[config.mk]
export PLATFORM = sky130hd
export DESIGN_NAME = lsu_top
export DESIGN_NICKNAME = d
export VERILOG_FILES = /design/src/lsu_pkg.sv /design/src/lsu_top.sv /design/src/dmem_extender.sv /design/src/loadstore_unit.sv /design/src/agu.sv /design/src/ls_decode.sv
export VERILOG_INCLUDE_DIRS = /design/src /design/src/include
export SDC_FILE = /design/constraint.sdc
export NUM_CORES = 1
export LEC_CHECK = 0
export BUFFER_PORTS_ARGS = -buffer_cell sky130_fd_sc_hd__buf_2
export CORE_MARGIN = 3
export CORE_UTILIZATION = 25
export CTS_CLUSTER_DIAMETER = 50
export DETAILED_ROUTE_END_ITERATION = 7
export GPL_TIMING_DRIVEN = 0
export PLACE_DENSITY = 0.45
export SYNTH_ARGS = -nofsm -noshare
export SYNTH_HDL_FRONTEND = slang
export SYNTH_SLANG_ARGS = --single-unit
[constraint.sdc]
create_clock -name CLK -period 7.82 [get_ports CLK]
set_input_delay 0.782 -clock CLK [delete_from_list [all_inputs] [get_ports CLK]]
set_output_delay 0.782 -clock CLK [all_outputs]
set_load 0.1 [all_outputs]
[src/include/lsu_defines.svh]
// width and depth macros for the load/store unit, included by the package and the RTL modules
`ifndef LSU_DEFINES_SVH
`define LSU_DEFINES_SVH

// data path and address width of the core
`define WORD_W 32

// architectural register index, x0..x31
`define REG_W 5

// completion buffer entries tracked per in-flight instruction
`define NUM_CB_ENTRY 8

// index into the completion buffer
`define CB_IDX_W $clog2(`NUM_CB_ENTRY)

// bytes per bus word, one byte enable each
`define BYTE_EN_W (`WORD_W / 8)

// rv32i major opcodes seen by the unit
`define OPC_LOAD  7'b0000011
`define OPC_STORE 7'b0100011
`define OPC_ALUI  7'b0010011

`endif
[src/lsu_pkg.sv]
// shared enums and packed structs of the load/store unit, imported by the RTL and the testbench
`include "lsu_defines.svh"

package lsu_pkg;

  // only the memory opcodes matter here, the rest map to OP_OTHER
  typedef enum logic [6:0] {
    OP_LOAD  = `OPC_LOAD,
    OP_STORE = `OPC_STORE,
    OP_OTHER = `OPC_ALUI
  } opcode_t;

  // encodings follow funct3, stores reuse LB/LH/LW for their width
  typedef enum logic [2:0] {
    LB  = 3'b000,
    LH  = 3'b001,
    LW  = 3'b010,
    LBU = 3'b100,
    LHU = 3'b101
  } load_t;

  typedef struct packed {
    logic                  ena;        // single-cycle issue strobe
    opcode_t               opcode;
    logic [2:0]            funct3;
    logic [`WORD_W-1:0]    port_a;     // base register
    logic [`WORD_W-1:0]    port_b;     // sign-extended offset
    logic [`WORD_W-1:0]    store_data;
    logic [`REG_W-1:0]     reg_rd;
    logic                  wen;        // register write for loads
    logic [`CB_IDX_W-1:0]  index;      // completion buffer slot
    logic [`WORD_W-1:0]    pc;
  } ls_issue_t;

  typedef struct packed {
    logic  dren;
    logic  dwen;
    logic  wen;
    load_t load_type;
    logic  illegal;   // load/store with a funct3 it cannot use
  } ls_op_t;

  typedef struct packed {
    logic [`WORD_W-1:0]    address;
    logic [`BYTE_EN_W-1:0] byte_en;
    logic                  mal_addr;
  } ls_addr_t;

  typedef struct packed {
    logic                  ren;
    logic                  wen;
    logic [`WORD_W-1:0]    addr;
    logic [`WORD_W-1:0]    wdata;
    logic [`BYTE_EN_W-1:0] byte_en;
  } dbus_req_t;

  typedef struct packed {
    logic                 done;      // one-cycle completion pulse
    logic                 is_store;
    logic                 wen;
    logic [`REG_W-1:0]    reg_rd;
    logic [`WORD_W-1:0]   wdata;     // extended load data
    logic [`CB_IDX_W-1:0] index;
    logic [`WORD_W-1:0]   pc;
    logic                 mal_addr;
  } ls_result_t;

endpackage

[src/lsu_top.sv]
// top level of the load/store unit, wires decode, agu, latch and extender between issue port and data bus
`timescale 1ns/1ps
`include "lsu_defines.svh"

module lsu_top import lsu_pkg::*; (
  input  logic               CLK,
  input  logic               nRST,
  input  logic               halt,
  input  logic               flush,
  input  ls_issue_t          issue,
  input  logic [`WORD_W-1:0] bus_rdata,
  input  logic               bus_busy,
  output dbus_req_t          bus_req,
  output logic               busy,
  output ls_result_t         result
);

  ls_op_t             op;         // decoded access
  ls_addr_t           addr;       // agu result
  load_t              ls_type;    // latched width for the extender
  logic [1:0]         ls_lsb;     // latched low address bits
  logic [`WORD_W-1:0] ext_data;   // extended read data

  ls_decode u_decode (
    .issue (issue),
    .op    (op)
  );

  agu u_agu (
    .port_a    (issue.port_a),
    .port_b    (issue.port_b),
    .load_type (op.load_type),
    .addr      (addr)
  );

  loadstore_unit u_lsu (
    .CLK      (CLK),
    .nRST     (nRST),
    .halt     (halt),
    .flush    (flush),
    .issue    (issue),
    .op       (op),
    .addr     (addr),
    .ext_data (ext_data),
    .bus_busy (bus_busy),
    .bus_req  (bus_req),
    .ls_type  (ls_type),
    .ls_lsb   (ls_lsb),
    .busy     (busy),
    .result   (result)
  );

  dmem_extender u_ext (
    .rdata     (bus_rdata),
    .load_type (ls_type),
    .lsb       (ls_lsb),
    .ext_out   (ext_data)
  );

endmodule

[src/dmem_extender.sv]
// result stage of the load/store unit, picks the addressed byte or halfword and extends it
`timescale 1ns/1ps
`include "lsu_defines.svh"

module dmem_extender import lsu_pkg::*; (
  input  logic [`WORD_W-1:0] rdata,
  input  load_t              load_type,
  input  logic [1:0]         lsb,
  output logic [`WORD_W-1:0] ext_out
);

  logic [7:0]  sel_byte;   // byte at lsb
  logic [15:0] sel_half;   // halfword at lsb[1]

  // little-endian word, lane n holds bits 8n+7:8n
  always_comb begin
    case (lsb)
      2'd0:    sel_byte = rdata[7:0];
      2'd1:    sel_byte = rdata[15:8];
      2'd2:    sel_byte = rdata[23:16];
      default: sel_byte = rdata[31:24];
    endcase
  end

  assign sel_half = lsb[1] ? rdata[31:16] : rdata[15:0];

  always_comb begin
    case (load_type)
      LB:      ext_out = {{24{sel_byte[7]}}, sel_byte};    // sign
      LBU:     ext_out = {24'd0, sel_byte};
      LH:      ext_out = {{16{sel_half[15]}}, sel_half};
      LHU:     ext_out = {16'd0, sel_half};
      default: ext_out = rdata;   // word passes through
    endcase
  end

endmodule

[src/loadstore_unit.sv]
// execute stage of the load/store unit, holds one access in the memory latch and drives the data bus
`timescale 1ns/1ps
`include "lsu_defines.svh"

module loadstore_unit import lsu_pkg::*; (
  input  logic               CLK,
  input  logic               nRST,
  input  logic               halt,
  input  logic               flush,
  input  ls_issue_t          issue,
  input  ls_op_t             op,
  input  ls_addr_t           addr,
  input  logic [`WORD_W-1:0] ext_data,   // extended rdata from the result stage
  input  logic               bus_busy,
  output dbus_req_t          bus_req,
  output load_t              ls_type,
  output logic [1:0]         ls_lsb,
  output logic               busy,
  output ls_result_t         result
);

  // control part of the latch
  logic dren_q;
  logic dwen_q;
  logic mal_q;

  // payload part of the latch
  load_t                 load_type_q;
  logic                  wen_q;
  logic [`WORD_W-1:0]    address_q;
  logic [`BYTE_EN_W-1:0] byte_en_q;
  logic [`WORD_W-1:0]    store_data_q;
  logic [`REG_W-1:0]     reg_rd_q;
  logic [`CB_IDX_W-1:0]  index_q;
  logic [`WORD_W-1:0]    pc_q;

  logic access;      // latch holds a load or store
  logic bus_access;  // ... and it goes out on the bus
  logic stall_mem;   // bus is holding the access

  assign access     = dren_q | dwen_q;
  assign bus_access = access & ~mal_q;
  assign stall_mem  = bus_access & bus_busy;

  assign busy = stall_mem;   // issuer holds its strobe while high

  // memory latch, loads whenever the bus is not stalling it
  // an idle issue loads zero enables, so a finished access drops out here
  always_ff @(posedge CLK, negedge nRST) begin
    if (!nRST) begin
      dren_q <= 1'b0;
      dwen_q <= 1'b0;
      mal_q  <= 1'b0;
    end else if (flush || halt) begin
      dren_q <= 1'b0;   // dropped, no done follows
      dwen_q <= 1'b0;
      mal_q  <= 1'b0;
    end else if (!stall_mem) begin
      dren_q <= op.dren;
      dwen_q <= op.dwen;
      mal_q  <= addr.mal_addr & (op.dren | op.dwen);
    end
  end

  always_ff @(posedge CLK) begin
    if (!stall_mem) begin
      load_type_q  <= op.load_type;
      wen_q        <= op.wen;
      address_q    <= addr.address;
      byte_en_q    <= addr.byte_en;
      store_data_q <= issue.store_data;
      reg_rd_q     <= issue.reg_rd;
      index_q      <= issue.index;
      pc_q         <= issue.pc;
    end
  end

  // bus drive, misaligned accesses never leave the unit
  assign bus_req.ren     = dren_q & ~mal_q;
  assign bus_req.wen     = dwen_q & ~mal_q;
  assign bus_req.addr    = address_q;
  assign bus_req.byte_en = byte_en_q;

  // replicate store data so the byte lanes pick the right copy
  always_comb begin
    case (load_type_q)
      LB, LBU: bus_req.wdata = {4{store_data_q[7:0]}};
      LH, LHU: bus_req.wdata = {2{store_data_q[15:0]}};
      default: bus_req.wdata = store_data_q;
    endcase
  end

  // extender side
  assign ls_type = load_type_q;
  assign ls_lsb  = address_q[1:0];

  // completion broadcast
  assign result.done     = access & (mal_q | ~bus_busy);   // one cycle per access
  assign result.is_store = dwen_q;
  assign result.wen      = wen_q & dren_q & ~mal_q;        // no rd write on a fault
  assign result.reg_rd   = reg_rd_q;
  assign result.wdata    = dren_q ? ext_data : '0;
  assign result.index    = index_q;
  assign result.pc       = pc_q;
  assign result.mal_addr = mal_q;

endmodule

[src/agu.sv]
// address generation for the load/store unit, effective address, byte lanes and misalignment check
`timescale 1ns/1ps
`include "lsu_defines.svh"

module agu import lsu_pkg::*; (
  input  logic [`WORD_W-1:0] port_a,
  input  logic [`WORD_W-1:0] port_b,
  input  load_t              load_type,
  output ls_addr_t           addr
);

  logic [`WORD_W-1:0] eff_addr;   // base plus offset
  logic [1:0]         lsb;        // byte within the word

  assign eff_addr = port_a + port_b;
  assign lsb      = eff_addr[1:0];

  assign addr.address = eff_addr;

  // little-endian lanes, byte 0 sits in bits 7:0
  always_comb begin
    addr.byte_en = 4'b0000;
    case (load_type)
      LB, LBU: addr.byte_en = 4'b0001 << lsb;
      LH, LHU: addr.byte_en = lsb[1] ? 4'b1100 : 4'b0011;
      LW:      addr.byte_en = 4'b1111;
      default: addr.byte_en = 4'b0000;
    endcase
  end

  // halfwords need even addresses, words a multiple of four
  always_comb begin
    case (load_type)
      LH, LHU: addr.mal_addr = lsb[0];
      LW:      addr.mal_addr = |lsb;
      default: addr.mal_addr = 1'b0;   // bytes go anywhere
    endcase
  end

endmodule

[src/ls_decode.sv]
// decode stage of the load/store unit, turns the issued opcode and funct3 into access type and enables
`timescale 1ns/1ps

module ls_decode import lsu_pkg::*; (
  input  ls_issue_t issue,
  output ls_op_t    op
);

  logic is_load;    // valid load strobe
  logic is_store;   // valid store strobe
  logic ld_ok;      // funct3 usable by a load
  logic st_ok;      // funct3 usable by a store

  assign is_load  = issue.ena && (issue.opcode == OP_LOAD);
  assign is_store = issue.ena && (issue.opcode == OP_STORE);

  // legal funct3 sets per access kind
  always_comb begin
    ld_ok = 1'b0;
    st_ok = 1'b0;
    case (issue.funct3)
      3'b000, 3'b001, 3'b010: begin
        ld_ok = 1'b1;
        st_ok = 1'b1;
      end
      3'b100, 3'b101: begin
        ld_ok = 1'b1;   // unsigned loads have no store twin
      end
      default: begin
        ld_ok = 1'b0;
        st_ok = 1'b0;
      end
    endcase
  end

  always_comb begin
    op.dren      = 1'b0;
    op.dwen      = 1'b0;
    op.wen       = 1'b0;
    op.load_type = LW;        // harmless default for the agu
    op.illegal   = 1'b0;
    if (is_load) begin
      op.dren    = ld_ok;
      op.wen     = issue.wen & ld_ok;   // rd write follows the issue
      op.illegal = ~ld_ok;
      if (ld_ok) begin
        op.load_type = load_t'(issue.funct3);
      end
    end else if (is_store) begin
      op.dwen    = st_ok;
      op.illegal = ~st_ok;    // stores never write a register
      if (st_ok) begin
        op.load_type = load_t'(issue.funct3);
      end
    end
  end

endmodule

# Yosys cells after proc, flatten, opt, wreduce, memory -nomap -nowiden
# Index checks and enable logic that the tools add are counted.
# op_classes
order_cmp	0
bitwise_logic	16
eq_ne	16
muxes	23
div	0
shifts	1
mul	0
addsub	1
reduce_logical	14
# ops
operator	count
32-bit one-hot mux with 4 select lines	1
32-bit one-hot mux with 2 select lines	1
32-bit adder	1
32-bit two-way mux	1
8-bit one-hot mux with 3 select lines	1
3-bit == test, second input constant	6
16-bit two-way mux	1
4-bit two-way mux	3
4-bit one-hot mux with 3 select lines	1
1-bit two-way mux	11
2-bit OR reduction	5
1-bit AND	9
3-bit by 1-bit == test with 1-bit output, second input constant	3
3-bit logical NOT	3
7-bit by 2-bit == test with 1-bit output, second input constant	1
7-bit by 6-bit == test with 1-bit output, second input constant	1
3-bit by 2-bit == test with 1-bit output, second input constant	2
3-bit two-way mux	2
5-bit OR reduction	1
1-bit inverter	4
1-bit by 2-bit << shifter with 4-bit output, first input constant	1
1-bit OR	3
3-bit OR reduction	1
2-bit by 1-bit == test with 1-bit output, second input constant	1
6 further kinds	7
# word_totals
latchBits	0
input_bits	185
ff_bits	115
memories	0
word_cells	82
out_inout_bits	147
ram_bits	0
romBits	0

# Longest topological paths before layout
# Gate-level depths: netlist (run 1).
# depth
ltp_word	12
ltp_mapped	9
mapped_depth_nobuf	9

# By module
# A second synthesis (run 1) with hierarchy kept.
# hier_totals
cells_unflattened	627
area_unflattened_um2	7085.5
# by_module_without_submodules
module	instances	cells_each	area_each_um2	seq_area_each_um2
loadstore_unit	1	224	4234.1	3438.3
agu	1	253	1761.7	0.0
dmem_extender	1	133	969.7	0.0
ls_decode	1	17	120.1	0.0

# Least setup slack after synthesis (run 1)
# Ideal clock, no wire load.
# synth_path
path_kind	register to register
from	reg u_lsu.dren_q
to	reg u_lsu.mal_q
slack_ns	-0.674
path_stages_with_launch	6
setup_ns	0.125
arrival_time_ns	8.369
required_ns	7.695
path_buffers	1
period_less_slack_ns	8.494
cell_sequence	dfrtp_1 -> clkbuf_1 -> o21ai_1 -> inv_2 -> or3_1 -> a2111oi_0
# synth_between
elab_chain_len	4
# synth_rtl
item	line_no	text
start, declared	loadstore_unit.sv:23	logic dren_q;
start signal, assigned	loadstore_unit.sv:59	dren_q <= op.dren;
1-bit OR	loadstore_unit.sv:41	assign access = dren_q | dwen_q;
1-bit AND	loadstore_unit.sv:42	assign bus_access = access & ~mal_q;
1-bit AND	loadstore_unit.sv:43	assign stall_mem = bus_access & bus_busy;
net busy	lsu_top.sv:14	output logic busy,
2-bit by 1-bit != test with 1-bit output (no line)	--	
end signal, assigned	loadstore_unit.sv:61	mal_q <= addr.mal_addr & (op.dren | op.dwen);
end, declared	loadstore_unit.sv:25	logic mal_q;
# The timed path passes the listed nets, and every way through them passes these cells.
# A chain may end at the register's enable or synchronous reset.

==> results of run 1 <==
path summary, 6_finish.rpt:
check	startpoint	to	depth (start not counted)
worst max-delay path	u_lsu.address_q[1]$_DFFE_PN_	result[66]	9
worst min-delay path	nRST	u_lsu.dwen_q$_DFFE_PN0P_	1
worst max register to register	u_lsu.dren_q$_DFFE_PN0P_	u_lsu.mal_q$_DFFE_PN0P_	6
worst min register to register	u_lsu.dwen_q$_DFFE_PN0P_	u_lsu.dwen_q$_DFFE_PN0P_	2
max in group asynchronous	nRST	u_lsu.mal_q$_DFFE_PN0P_	1
min in group CLK	issue[2]	u_lsu.pc_q[2]$_DFFE_PN_	1
logic make-up (layout without fill, tap and decap cells):
logic type | Yosys count | in the layout | synth area share [%]
compound gates | 172 | 172 | 16.67
xor+xnor | 28 | 28 | 3.817
fa+ha+maj | 32 | 32 | 6.349
buf+inv | 63 | 429 | 4.420
flops | 115 | 115 | 53.52
mux | 35 | 35 | 5.920
simple gates | 124 | 124 | 9.309
sequential cells by signal (all words and copies together), names as in the netlist:
register and flops:
u_lsu.byte_en_q 4, u_lsu.address_q 32, u_lsu.dren_q 1, u_lsu.reg_rd_q 5, u_lsu.wen_q 1, u_lsu.pc_q 32, u_lsu.ls_type 3, u_lsu.store_data_q 32
u_lsu.mal_q 1, u_lsu.index_q 3, u_lsu.dwen_q 1
through the flow:
stage,total power [mW],cells,instance area (µm²)
2_1_floorplan,1.354,569,6429
3_3_place_gp,1.509,1230,8498
3_5_place_dp,1.507,1234,8586
4_1_cts,2.367,1265,9214
5_1_grt,2.437,1265,9214
6_report,2.332,1265,9214
cell usage in the layout, fill, tap and decap left out, drive strengths merged, types with 12 or more instances in the layout:
cell	Yosys	layout
inv	30	34
clkbuf	18	35
a21oi	63	63
nor2	28	28
a21o	12	12
edfxtp	112	112
nand2	35	35
o21ai	50	50
mux2	24	24
nand3	17	17
buf	15	350
xnor2	18	18
ha	31	31
worst reg2reg max path: cells and delay by family (launching register included):
family,cells,cell delay [ns]
and+or+nand+nor,1,0.33
AOI/OAI and AO/OA,2,0.97
buffers and inverters,3,0.58
DFF,1,0.35
area by class of cell:
class	count	area (µm²)
multi-input cells	391	2714
clock buffers	17	425.4
flip-flops and latches	115	3438
inverters	30	112.6
repair buffers	335	1737
fillers	2648	16040
clock inverters	14	202.7
plain buffers	33	171.4
well taps	330	412.9
per-layer routing:
metal / GRT usage [%] / wire length [µm] / vias to the layer above
met3: 5.808 / 1936 / 28
met2: 27.42 / 10970 / 276
met4: 4.986 / 365 / 8
li1: - / - / 2853
met5: 0 / 53 / -
met1: 18.67 / 9119 / 2706
power by group through the flow:
stage / clock (mW) / sequential [mW] / combinational [mW]
final: 0.838 / 0.759 / 0.735
after global routing: 0.900 / 0.765 / 0.772
after CTS: 0.869 / 0.760 / 0.738
after detailed placement: 0 / 0.771 / 0.736
after global placement: 0 / 0.771 / 0.738
after floorplan: 0 / 1.12 / 0.230
==> impl_summary.md, run 1 <==
Yosys
The share of synthesized registers carrying an async set or reset is 2.609%. After synthesis, the netlist uses 59 different library cells. The post-synthesis sequential area ratio is 53.52%. During synthesis, Yosys emitted a total of 0 warnings. The instance count of the mapped netlist is 569.

The cell accounting for the most synthesized area is edfxtp_1. Among all flip-flop cells after synthesis, the most frequent one is edfxtp_1. Synthesis inferred around 120 register bits. The share of the synthesized area in the top cell type is 52.35%.

The average instance area after synthesis is 11.29 µm². The number of nets in the synthesized netlist is between 700 and 800. Yosys attributes the largest share of cell area to edfxtp_1, ha_1, a21oi_1, mux2_2, o21ai_0. In this run, synthesis inferred about 110 flip-flops with an integrated enable. Ranked by instance count, the synthesized netlist is headed by edfxtp_1, a21oi_1, o21ai_0. In the post-synthesis netlist, the cell with the most instances is edfxtp_1. The post-synthesis instance area is 6425 µm².

Min path
The worst min-delay path class is in2async.

Drt
The routed length per instance is 17.74 µm. The sum of routed wire length over all layers is 22.45 mm. The number of detailed-route iterations in the first pass is 5. Dividing the detail-routed via count by the number of cells gives 4.641. The total via count after detailed routing is between 5,000 and 6,000. The number of nets still failing antenna checks after routing is 0. After detailed routing, the number of remaining DRC violations is 0. The detailed router finished its first iteration with 357 violations.

Placed design
The final HPWL from detailed placement is 17.87 mm. Before CTS, the worst setup slack after placement is 4.079 ns. The weighted congestion reported at the end of routability-driven placement is 0.8956. During placement, the flow inserted port buffers numbering 331.

Global route
After global routing the overflow that remains totals 0. The first global-routing pass estimated around 34 mm of wire. The number of global-route vias before repair is a little under 6,000. The number of antenna violations at the first check in global routing is 4. Entering global routing, the biggest net connects 28 pins. The total routing usage reported by global routing is 15.96%.

Finish
The synthesis-to-layout area growth is 43.41%. The number of antenna diodes in the final layout is 0. Of the cells placed in the final design, the portion with a size suffix greater than 1 is 44.17%. At the end of the flow, the number of nets in the layout was 1,140. Cells fill 36.48% of the core in the end.

Setup path
The worst setup path is launched from a flop. The data required time at the worst endpoint is 7.04 ns. The signal on the critical path passes through buf_2, mux2_2, nand2_1, o21ai_1, a21oi_2, a221o_1, buf_2, a21oi_1, buf_2. The top cell family by delay on the critical path is compound AO/OA/AOI/OAI gates. The buffer and inverter count on the worst path is 3. The delay of the slowest cell on the worst path is 0.46 ns.

Of all nets on the critical path, the largest fanout is 10. The critical path is of the reg2out type. The worst endpoint data arrival time is 3.18 ns.

The worst-case register-to-register setup slack is 5.44 ns. Among the stages of the critical path, the cell type that occurs most often is buf_2. The critical path endpoint category is an output pin. The slowest stage of the critical path belongs to the cell a221o_1.

Clock network
In this run, CTS created clock tree buffers numbering 17. The tree built by TritonCTS fans out to 115 sinks. The clock tree buffer depth is 2. In this run the clock root is driven by a clkbuf_16.

The number of H-tree levels is 4. The number of hold buffers added after cts is 0. Buffers added to address setup during post-CTS repair amount to 0. Post-CTS repair changed the size of 0 cells. The CTS tree is built. The clock edge transition at the registers on the reported setup and hold paths is about 0.060 ns. The worst-skew pair later-pin latency is 0.41 ns.

Pwr
The share of total power dissipated in combinational logic is 31.5%. For this design the total switching power over the nets is 0.8987 mW. The analysis attributes to cell leakage a power of 4.226 nW. The total power divided by cell area is between 200 and 300 nW/µm².

The relative contribution of the clock network to total power is ~36%. Cell internal power was estimated by the tool at 1.434 mW. The sequential share of power is 32.5%. The worst-case IR drop observed on VDD is ~0.13 mV. Net switching is 38.53% of the power.

Timing
The post-route worst setup slack is 3.863 ns. Setup repair after global routing left no endpoint under its margin. The clock period could shrink to between 3 and 4 ns. The highest clock frequency the design can meet is 252.7 MHz. The worst max-slew margin expressed relative to the limit is 47.09%.

The post-route clock skew is 0.01076 ns. The setup TNS is 0 ns. The number of hold-slack violations in the final timing report is 0. The setup-violating endpoint count in the final report is 0. In the finished design, the share of the clock period the worst path needs comes to 50.60%. The number of pins with negative max-slew slack in the final report is 0. At the pin with the least slew margin, the transition time is 0.7907 ns. Final hold analysis gives a worst-case slack of 0.1475 ns.

Floorplan
The starting density of the core is about 25%. The die outline area is 27,660 µm². The core box area is about 25,000 µm². In this run the horizontal extent of the chip is about 170 µm. In this run the core area contains 58 standard-cell rows. The total I/O pin count is 332. Measured along the y axis, the die boundary spans 166.3 µm.

Outcome
The flow ran to the end, and the final reports show no timing, DRC or antenna violations.

Flow run
The number of max-cap violations is 0.
No activity file was read; power rests on OpenSTA's default activity.
==> run 2, diff against run 1 <==
Clock period 7.82 ns to 4.1 ns, I/O delays scaled along.
==> run 2 against run 1 <==
First-iteration DRC count fell by 45%. Critical path depth did not move. Cell count rose by 0.24%. Highest routed layer unchanged. Flip-flop and latch count did not move. Routed wire length fell by 4.0%. Sequential share of layout area fell by 0.091 points. Via count fell by 1.5%. Cell area rose by 0.24%.
==> impl_summary.md, run 2 (synthesis results as in run 1) <==
Timing
The number of pins with negative max-slew slack in the final report is 0 (unchanged). Setup repair after global routing left no endpoint under its margin. The transition time at the pin with the least slew margin is 0.9000 ns (+0.1093 ns). The post-route clock skew is 0.01242 ns (+0.001661 ns).

The worst max-slew margin expressed relative to the limit is 39.77% (-7.3 points). The setup-violating endpoint count in the final report was 0 (unchanged). In the finished design, the share of the clock period the worst path needs comes to 85.63%. The final critical path time including I/O delays and setup is between 3 and 4 ns. The setup TNS is 0 ns (unchanged).

The number of hold-slack violations in the final timing report is 0 (unchanged). The highest clock frequency the design can meet is between 200 and 300 MHz.

Finish
The layout filler cell count is 2,594 (-2.0%). The most common cell after layout, fill and taps aside is buf_2. The utilization of the core after routing was 36.57% (+0.089 points). The net count reported at finish is 1,141 (+0.088%). The final cell count without fillers is 1,268 (+0.24%). In the layout the commonest cells are buf_2, edfxtp_1, a21oi_1.

In the final layout, the registers with the most flip-flops are u_lsu.address_q x32, u_lsu.pc_q x32, u_lsu.store_data_q x32. The share of post-route cells with drive strength above 1 is 44.08% (-0.094 points). Relative to the synthesized area, the layout overhead comes to 43.76%.

Floorplan
The standard-cell row count is 58 (unchanged). The overall die height is 166.3 µm (unchanged). The starting density of the core is 25.44% (unchanged). The die outline area was 27,660 µm² (unchanged). The core box area came to 25,250 µm² (unchanged). The total I/O pin count was 332 (unchanged). The width of the die is 166.3 µm (unchanged).

Clock network
Clock tree synthesis selected as its root buffer the cell clkbuf_16. The clock edge transition at the registers on the reported setup and hold paths was 0.07 ns (about the same). The post-CTS setup buffer count is 0 (unchanged). The clock tree buffer depth came to 2 (unchanged).

The clock net sink count is 115 (unchanged). The number of H-tree levels is 4 (unchanged). The worst-skew pair later-pin latency was 0.41 ns (about the same). The number of buffers added by the clock tree synthesis step is 17 (unchanged). TritonCTS built the clock tree.

Placed design
The number of placed instances with taps included is 1,234 (unchanged). The weighted congestion reported at the end of routability-driven placement was 0.8802 (-1.7%). The final HPWL from detailed placement is 17.30 mm (-3.2%). The total of buffers placed on input and output ports is 331 (unchanged).

Setup path
The worst-case reg-to-reg path depth is 5 (-1). The category of the critical setup timing path is reg2out. The worst endpoint data arrival time came to 3.10 ns (-0.08 ns).

The destination of the worst register-to-register timing path is u_lsu.mal_q$_DFFE_PN0P_. The critical path endpoint category is an output pin. The worst-case register-to-register setup slack was 1.77 ns (-3.67 ns).

The data required time at the worst endpoint is 3.69 ns (-3.35 ns). The launching point of the worst reg2reg path is u_lsu.dren_q$_DFFE_PN0P_. The peak fanout along the critical path is 10 (unchanged). The type of element launching the critical path is a flop.

Outcome
The run finished with clean final reports.

Global route
The number of antenna violations at the first check in global routing was 5 (+1). The met1 track demand over resource in global routing is 17.24% (-1.4 points). The most crowded layer after global routing is met2. The global-route track usage on met2 is 26.74% (-0.68 points). The number of global-route vias before repair is 5,863 (-1.7%). The largest net degree at the start of global routing was 28 (unchanged). The wire length of the first global-routing pass is 32.80 mm (-4.7%). The met3 demand-to-capacity share in global routing is 4.761% (-1.0 points). The total routing usage reported by global routing is 15.09% (-0.87 points). The total overflow reported by the global router is 0 (unchanged).

Drt
The remaining routing DRC violations came to 0 (unchanged). The number of detailed-route iterations in the first pass is 4 (-1). The sum of routed wire length over all layers is 21.56 mm (-4.0%). The number of nets still failing antenna checks after routing is 0 (unchanged). The total via count after detailed routing came to 5,781 (-1.5%). The routed length per instance is 17.00 µm (-4.2%). The vias per cell is 4.559 (-1.8%). The violation count after the first detailed-routing iteration is 198 (-45%).

Min path
The hold path startpoint is issue[9]. For hold timing, the worst endpoint is u_lsu.pc_q[9]$_DFFE_PN_. The worst min-delay path class is in2reg. The count of cells along the worst hold path is 1.

Flow run
The number of max-cap violations is 0 (unchanged).

Pwr
The leakage dissipation is 4.219 nW (-0.18%). The total power draw is 4.456 mW (+91%). The peak supply drop came to 0.2763 mV (+110%).

The total power divided by cell area is 482.4 nW/µm² (+91%).
run 2: changes by cell type in the layout (fill, tap and decap cells not counted), sizes merged:
cell	delta
clkinvlp	+4
clkinv	-3
clkbuf	+1
diode	+1
dlygate4sd3	+1
inv	-1
run 2: what timing repair did:
item | in CTS | in global routing
resized for setup | 0 | 0
hold buffers | 1 | 0
hold endpoints to repair | 3 | 0
endpoints found under the setup margin | 0 | 0
run 2: how the worst max path moves through the flow:
stage | cells past startpoint | end | slack, ns | startpoint
6_report | 9 | result[58] | 0.59 | u_lsu.address_q[1]$_DFFE_PN_
5_1_grt | 9 | result[58] | 0.41 | u_lsu.address_q[1]$_DFFE_PN_
4_1_cts | 9 | result[58] | 0.54 | u_lsu.address_q[1]$_DFFE_PN_
3_5_place_dp | 10 | u_lsu.address_q[29]$_DFFE_PN_ | 0.96 | issue[83]
3_3_place_gp | 5 | u_lsu.mal_q$_DFFE_PN0P_ | -0.44 | u_lsu.dren_q$_DFFE_PN0P_
2_1_floorplan | 8 | result[57] | -0.11 | u_lsu.address_q[1]$_DFFE_PN_
run 2: metrics by stage:
step	instance area, µm²	hold WS (ns)	setup slack, ns
2_1_floorplan	6436	0.1144	-0.1148
6_report	9236	0.1734	0.5893
3_3_place_gp	8506	0.2106	-0.4443
4_1_cts	9234	0.1427	0.5375
5_1_grt	9236	0.1397	0.4065
3_5_place_dp	8593	0.2096	0.9589
run 2: report_power, final:
group / switching, mW / internal, mW / leakage, nW
clock network: 0.585 / 1.03 / 0.290
registers: 0.0336 / 1.41 / 1.22
logic: 1.10 / 0.298 / 2.71
total: 1.72 / 2.74 / 4.22
run 2: worst max-delay path, stage by stage, from the launching register on:
cell and delay [ns]:
edfxtp_1 0.35, buf_2 0.24, mux2_2 0.39, nand2_1 0.07, o21ai_1 0.07, a21oi_2 0.42
a221o_1 0.43, buf_2 0.30, a21oi_1 0.09, buf_2 0.33
run 2: metal layers:
layer	part of all wire (%)	vias up	wire length (µm)
met1	40	2641	8604
li1	-	2855	-
met2	50	243	10770
met5	0.26	-	55
met4	2.4	8	520
met3	7.5	34	1611
run 2: final cells by class:
| class | instances | area (µm²) | share of cell area [%] |
|---|---|---|---|
| Multi-Input combinational cell | 391 | 2714 | 29.38 |
| Sequential cell | 115 | 3438 | 37.23 |
| Buffer | 33 | 171.4 | 1.856 |
| Inverter | 30 | 112.6 | 1.219 |
| Antenna cell | 1 | 2.502 | 0.02709 |
| Tap cell | 330 | 412.9 | 4.470 |
| Timing Repair Buffer | 336 | 1754 | 18.99 |
| Clock buffer | 18 | 429.2 | 4.646 |
| Clock inverter | 14 | 201.4 | 2.181 |
==> run 3, diff against run 2 <==
Settings changed: BUFFER_PORTS_ARGS -buffer_cell sky130_fd_sc_hd__buf_2 to default, DONT_BUFFER_PORTS from default to 1, PLACE_DENSITY 0.45 to 0.34.
==> run 3 against run 2 <==
Routed wire length fell by 2.0%. Combinational power shrank 60%. Register-to-register slack lost 0.21 ns. Clock skew is 0.0035 ns lower. Count of clock-buffer cells in the layout shrank 1. Cell area fell by 15%. First-iteration DRC count is 2.0% lower. Sequential share of layout area rose by 6.5 points. Utilization fell by 5.4 points. Power decreased by 8.5%. Setup slack lost 0.46 ns. Highest routed layer unchanged.
==> impl_summary.md, run 3 (synthesis results as in run 1) <==
Outcome
The flow ran to the end, and the final reports show no timing, DRC or antenna violations.

Drt
The remaining routing DRC violations is 0 (unchanged). The number of detailed-route iterations in the first pass is 4 (unchanged). The routed length per instance is 22.36 µm (+32%). The sum of routed wire length over all layers was 21.13 mm (-2.0%).

The number of nets still failing antenna checks after routing was 0 (unchanged). The vias per cell is 4.940 (+8.3%). The violation count after the first detailed-routing iteration was 194 (-2.0%).

The total via count after detailed routing was 4,668 (-19%).

Clock network
The clock net sink count came to 115 (unchanged). The root cell of the clock tree is clkbuf_16. The number of buffers added by the clock tree synthesis step is 17 (unchanged). The number of H-tree levels is 4 (unchanged). The clock tree buffer depth is 2 (unchanged). The worst-skew pair later-pin latency is 0.41 ns (about the same).

The CTS tree is built. The clock edge transition at the registers on the reported setup and hold paths is 0.06 ns (about the same).

Floorplan
The width of the die is 166.3 µm (unchanged). The core box area is 25,250 µm² (unchanged). The overall die height was 166.3 µm (unchanged). The standard-cell row count is 58 (unchanged). The starting density of the core came to 25.44% (unchanged). The total I/O pin count is 332 (unchanged). The die outline area is 27,660 µm² (unchanged).

Finish
The utilization of the core after routing was 31.16% (-5.4 points). The net count reported at finish came to 820 (-28%). The final cell count without fillers is 945 (-25%). The library cells used most frequently in the layout, excluding fill and tap cells, are edfxtp_1, nand2_1, o21ai_0.

The area growth from synthesis to layout is 22.47%. The largest registers in the layout are u_lsu.address_q x32, u_lsu.pc_q x32, u_lsu.store_data_q x32. The finished layout cell area is 7869 µm² (-15%). Leaving out fill and tap cells, the most frequent cell in the layout is edfxtp_1.

The count of antenna diodes in the layout is 0 (-1). The share of post-route cells with drive strength above 1 was 21.95% (-22 points).

Setup path
The delay of the slowest cell on the worst path is 1.00 ns (+0.57 ns). The worst setup path is launched from a flop. The critical path startpoint is u_lsu.address_q[1]$_DFFE_PN_. The critical path in this run is classified as reg2out. Traced cell by cell, the critical path runs through buf_6, mux2_2, nand2_1, o21ai_2, a21oi_4, a221o_2, a21oi_2.

The buffer and inverter count on the worst path is 1 (-2). The peak fanout along the critical path is 10 (unchanged). The worst endpoint data arrival time is 3.56 ns (+0.46 ns). STA classifies the critical path endpoint as an output pin. The cell at the slowest stage of the critical path is edfxtp_1. The data required time at the worst endpoint was 3.69 ns (about the same). The startpoint identified for the worst register-to-register timing path is u_lsu.dren_q$_DFFE_PN0P_. On the critical path the largest part of the delay comes from compound AO/OA/AOI/OAI gates.

Pwr
The net switching power is 1.691 mW (-1.6%). The sequential share of power is 52.8% (+20 points). The leakage dissipation came to 2.878 nW (-32%). The net switching share of the total power is 41.51% (+2.9 points).

The relative contribution of the clock network to total power is 33.5% (-2.6 points). The total power divided by cell area is 517.8 nW/µm² (+7.3%). The peak supply drop was 0.2521 mV (-8.8%). The internal power is 2.383 mW (-13%).

The proportion of power drawn by combinational gates is 13.7% (-18 points). The total power draw is 4.075 mW (-8.5%).

Global route
The met1 track demand over resource in global routing is 16.72% (-0.52 points). The wire length of the first global-routing pass is 31.31 mm (-4.5%). The number of global-route vias before repair is 4,800 (-18%).

The number of antenna violations at the first check in global routing is 1 (-4). The met3 demand-to-capacity share in global routing is 6.046% (+1.3 points). The largest net degree at the start of global routing was 30 (+7.1%).

The global-route track usage on met2 is 25.30% (-1.4 points). The layer flagged by global routing as most heavily used is met2. The total routing usage reported by global routing is 14.75% (-0.34 points). The total overflow reported by the global router is 0 (unchanged).

Placed design
The instance area after placement is 7116 µm² (-17%). The total of buffers placed on input and output ports is 0 (-100%). The worst slack at placement came to -0.02467 ns (-0.9836 ns). The number of placed instances with taps included is 905 (-27%). The weighted congestion reported at the end of routability-driven placement is 0.9054 (+2.9%). The final HPWL from detailed placement is 16.50 mm (-4.6%).

Timing
The post-route worst setup slack is 0.1252 ns (-0.4641 ns). The worst max-slew margin expressed relative to the limit came to 13.73% (-26 points). Setup repair after global routing left no endpoint under its margin.

The final critical path time including I/O delays and setup was 3.975 ns (+0.4641 ns). The transition time at the pin with the least slew margin is 1.295 ns (+0.3949 ns). The setup TNS was 0 ns (unchanged). The number of hold-slack violations in the final timing report is 0 (unchanged).

The setup-violating endpoint count in the final report is 0 (unchanged). The post-route clock skew is 0.008949 ns (-0.003473 ns). The smallest hold slack was 0.06929 ns (-0.1041 ns). The period utilization came to 96.95% (+11 points). The number of pins with negative max-slew slack in the final report is 0 (unchanged). The highest clock frequency the design can meet came to 251.6 MHz (-12%).

Min path
The startpoint identified for the worst hold timing path is flush. The worst min-delay path class is in2reg.

Flow run
The number of max-cap violations came to 0 (unchanged).
==> run 3: changes by cell type in the layout (fill, tap and decap cells not counted), moves of 4 or more <==
cell       previous run  this run
buf_2               333         0
a21oi_1              62        32
a21oi_4               0        18
a21oi_2               1        13
buf_4                10        19
o21ai_2               0         9
o21ai_0              43        35
bufinv_16             4         0
nor2_1               28        24
nor2_2                0         4
==> run 3: final cells by class <==
type | count | area [µm²]
sequential | 115 | 3438
inverter | 30 | 112.6
fill | 2571 | 17390
tap | 330 | 412.9
buffer | 33 | 180.2
timing repair buffer | 15 | 181.4
multi-input combinational | 391 | 3009
clock inverter | 14 | 108.9
clock buffer | 17 | 425.4
==> run 3: routing by layer <==
| metal | wire length, µm | vias up | part of all wire (%) |
|---|---|---|---|
| met1 | 8385 | 2225 | 40 |
| met3 | 1776 | 17 | 8.4 |
| li1 | - | 2208 | - |
| met5 | 19 | - | 0.090 |
| met4 | 389 | 2 | 1.8 |
| met2 | 10560 | 216 | 50 |
==> run 3: power groups by stage <==
stage	Clock (mW)	Combinational (mW)	Sequential, mW
floorplan	0	0.440	2.14
global placement	0	0.531	2.18
detailed placement	0	0.537	2.17
CTS	1.42	0.546	2.16
global route	1.47	0.611	2.16
finish	1.37	0.559	2.15
==> run 3: worst paths after layout <==
check | cells past startpoint | endpoint | slack (ns)
min | 1 | u_lsu.dwen_q$_DFFE_PN0P_ | 0.07
min reg2reg | 2 | u_lsu.dwen_q$_DFFE_PN0P_ | 0.72
max in group asynchronous | 1 | u_lsu.mal_q$_DFFE_PN0P_ | 3.70
max | 7 | result[56] | 0.13
min in group asynchronous | 1 | u_lsu.dren_q$_DFFE_PN0P_ | 0.25
max reg2reg | 5 | u_lsu.mal_q$_DFFE_PN0P_ | 1.56
==> run 3: what timing repair did <==
item / CTS / global route
buffers inserted: 0 / 8
endpoints found under the setup margin: 21 / 19
cloned: 0 / 0
hold endpoints to repair: 3 / 0
hold buffers: 1 / 0
pin swaps: 0 / 2
resized for setup: 17 / 6
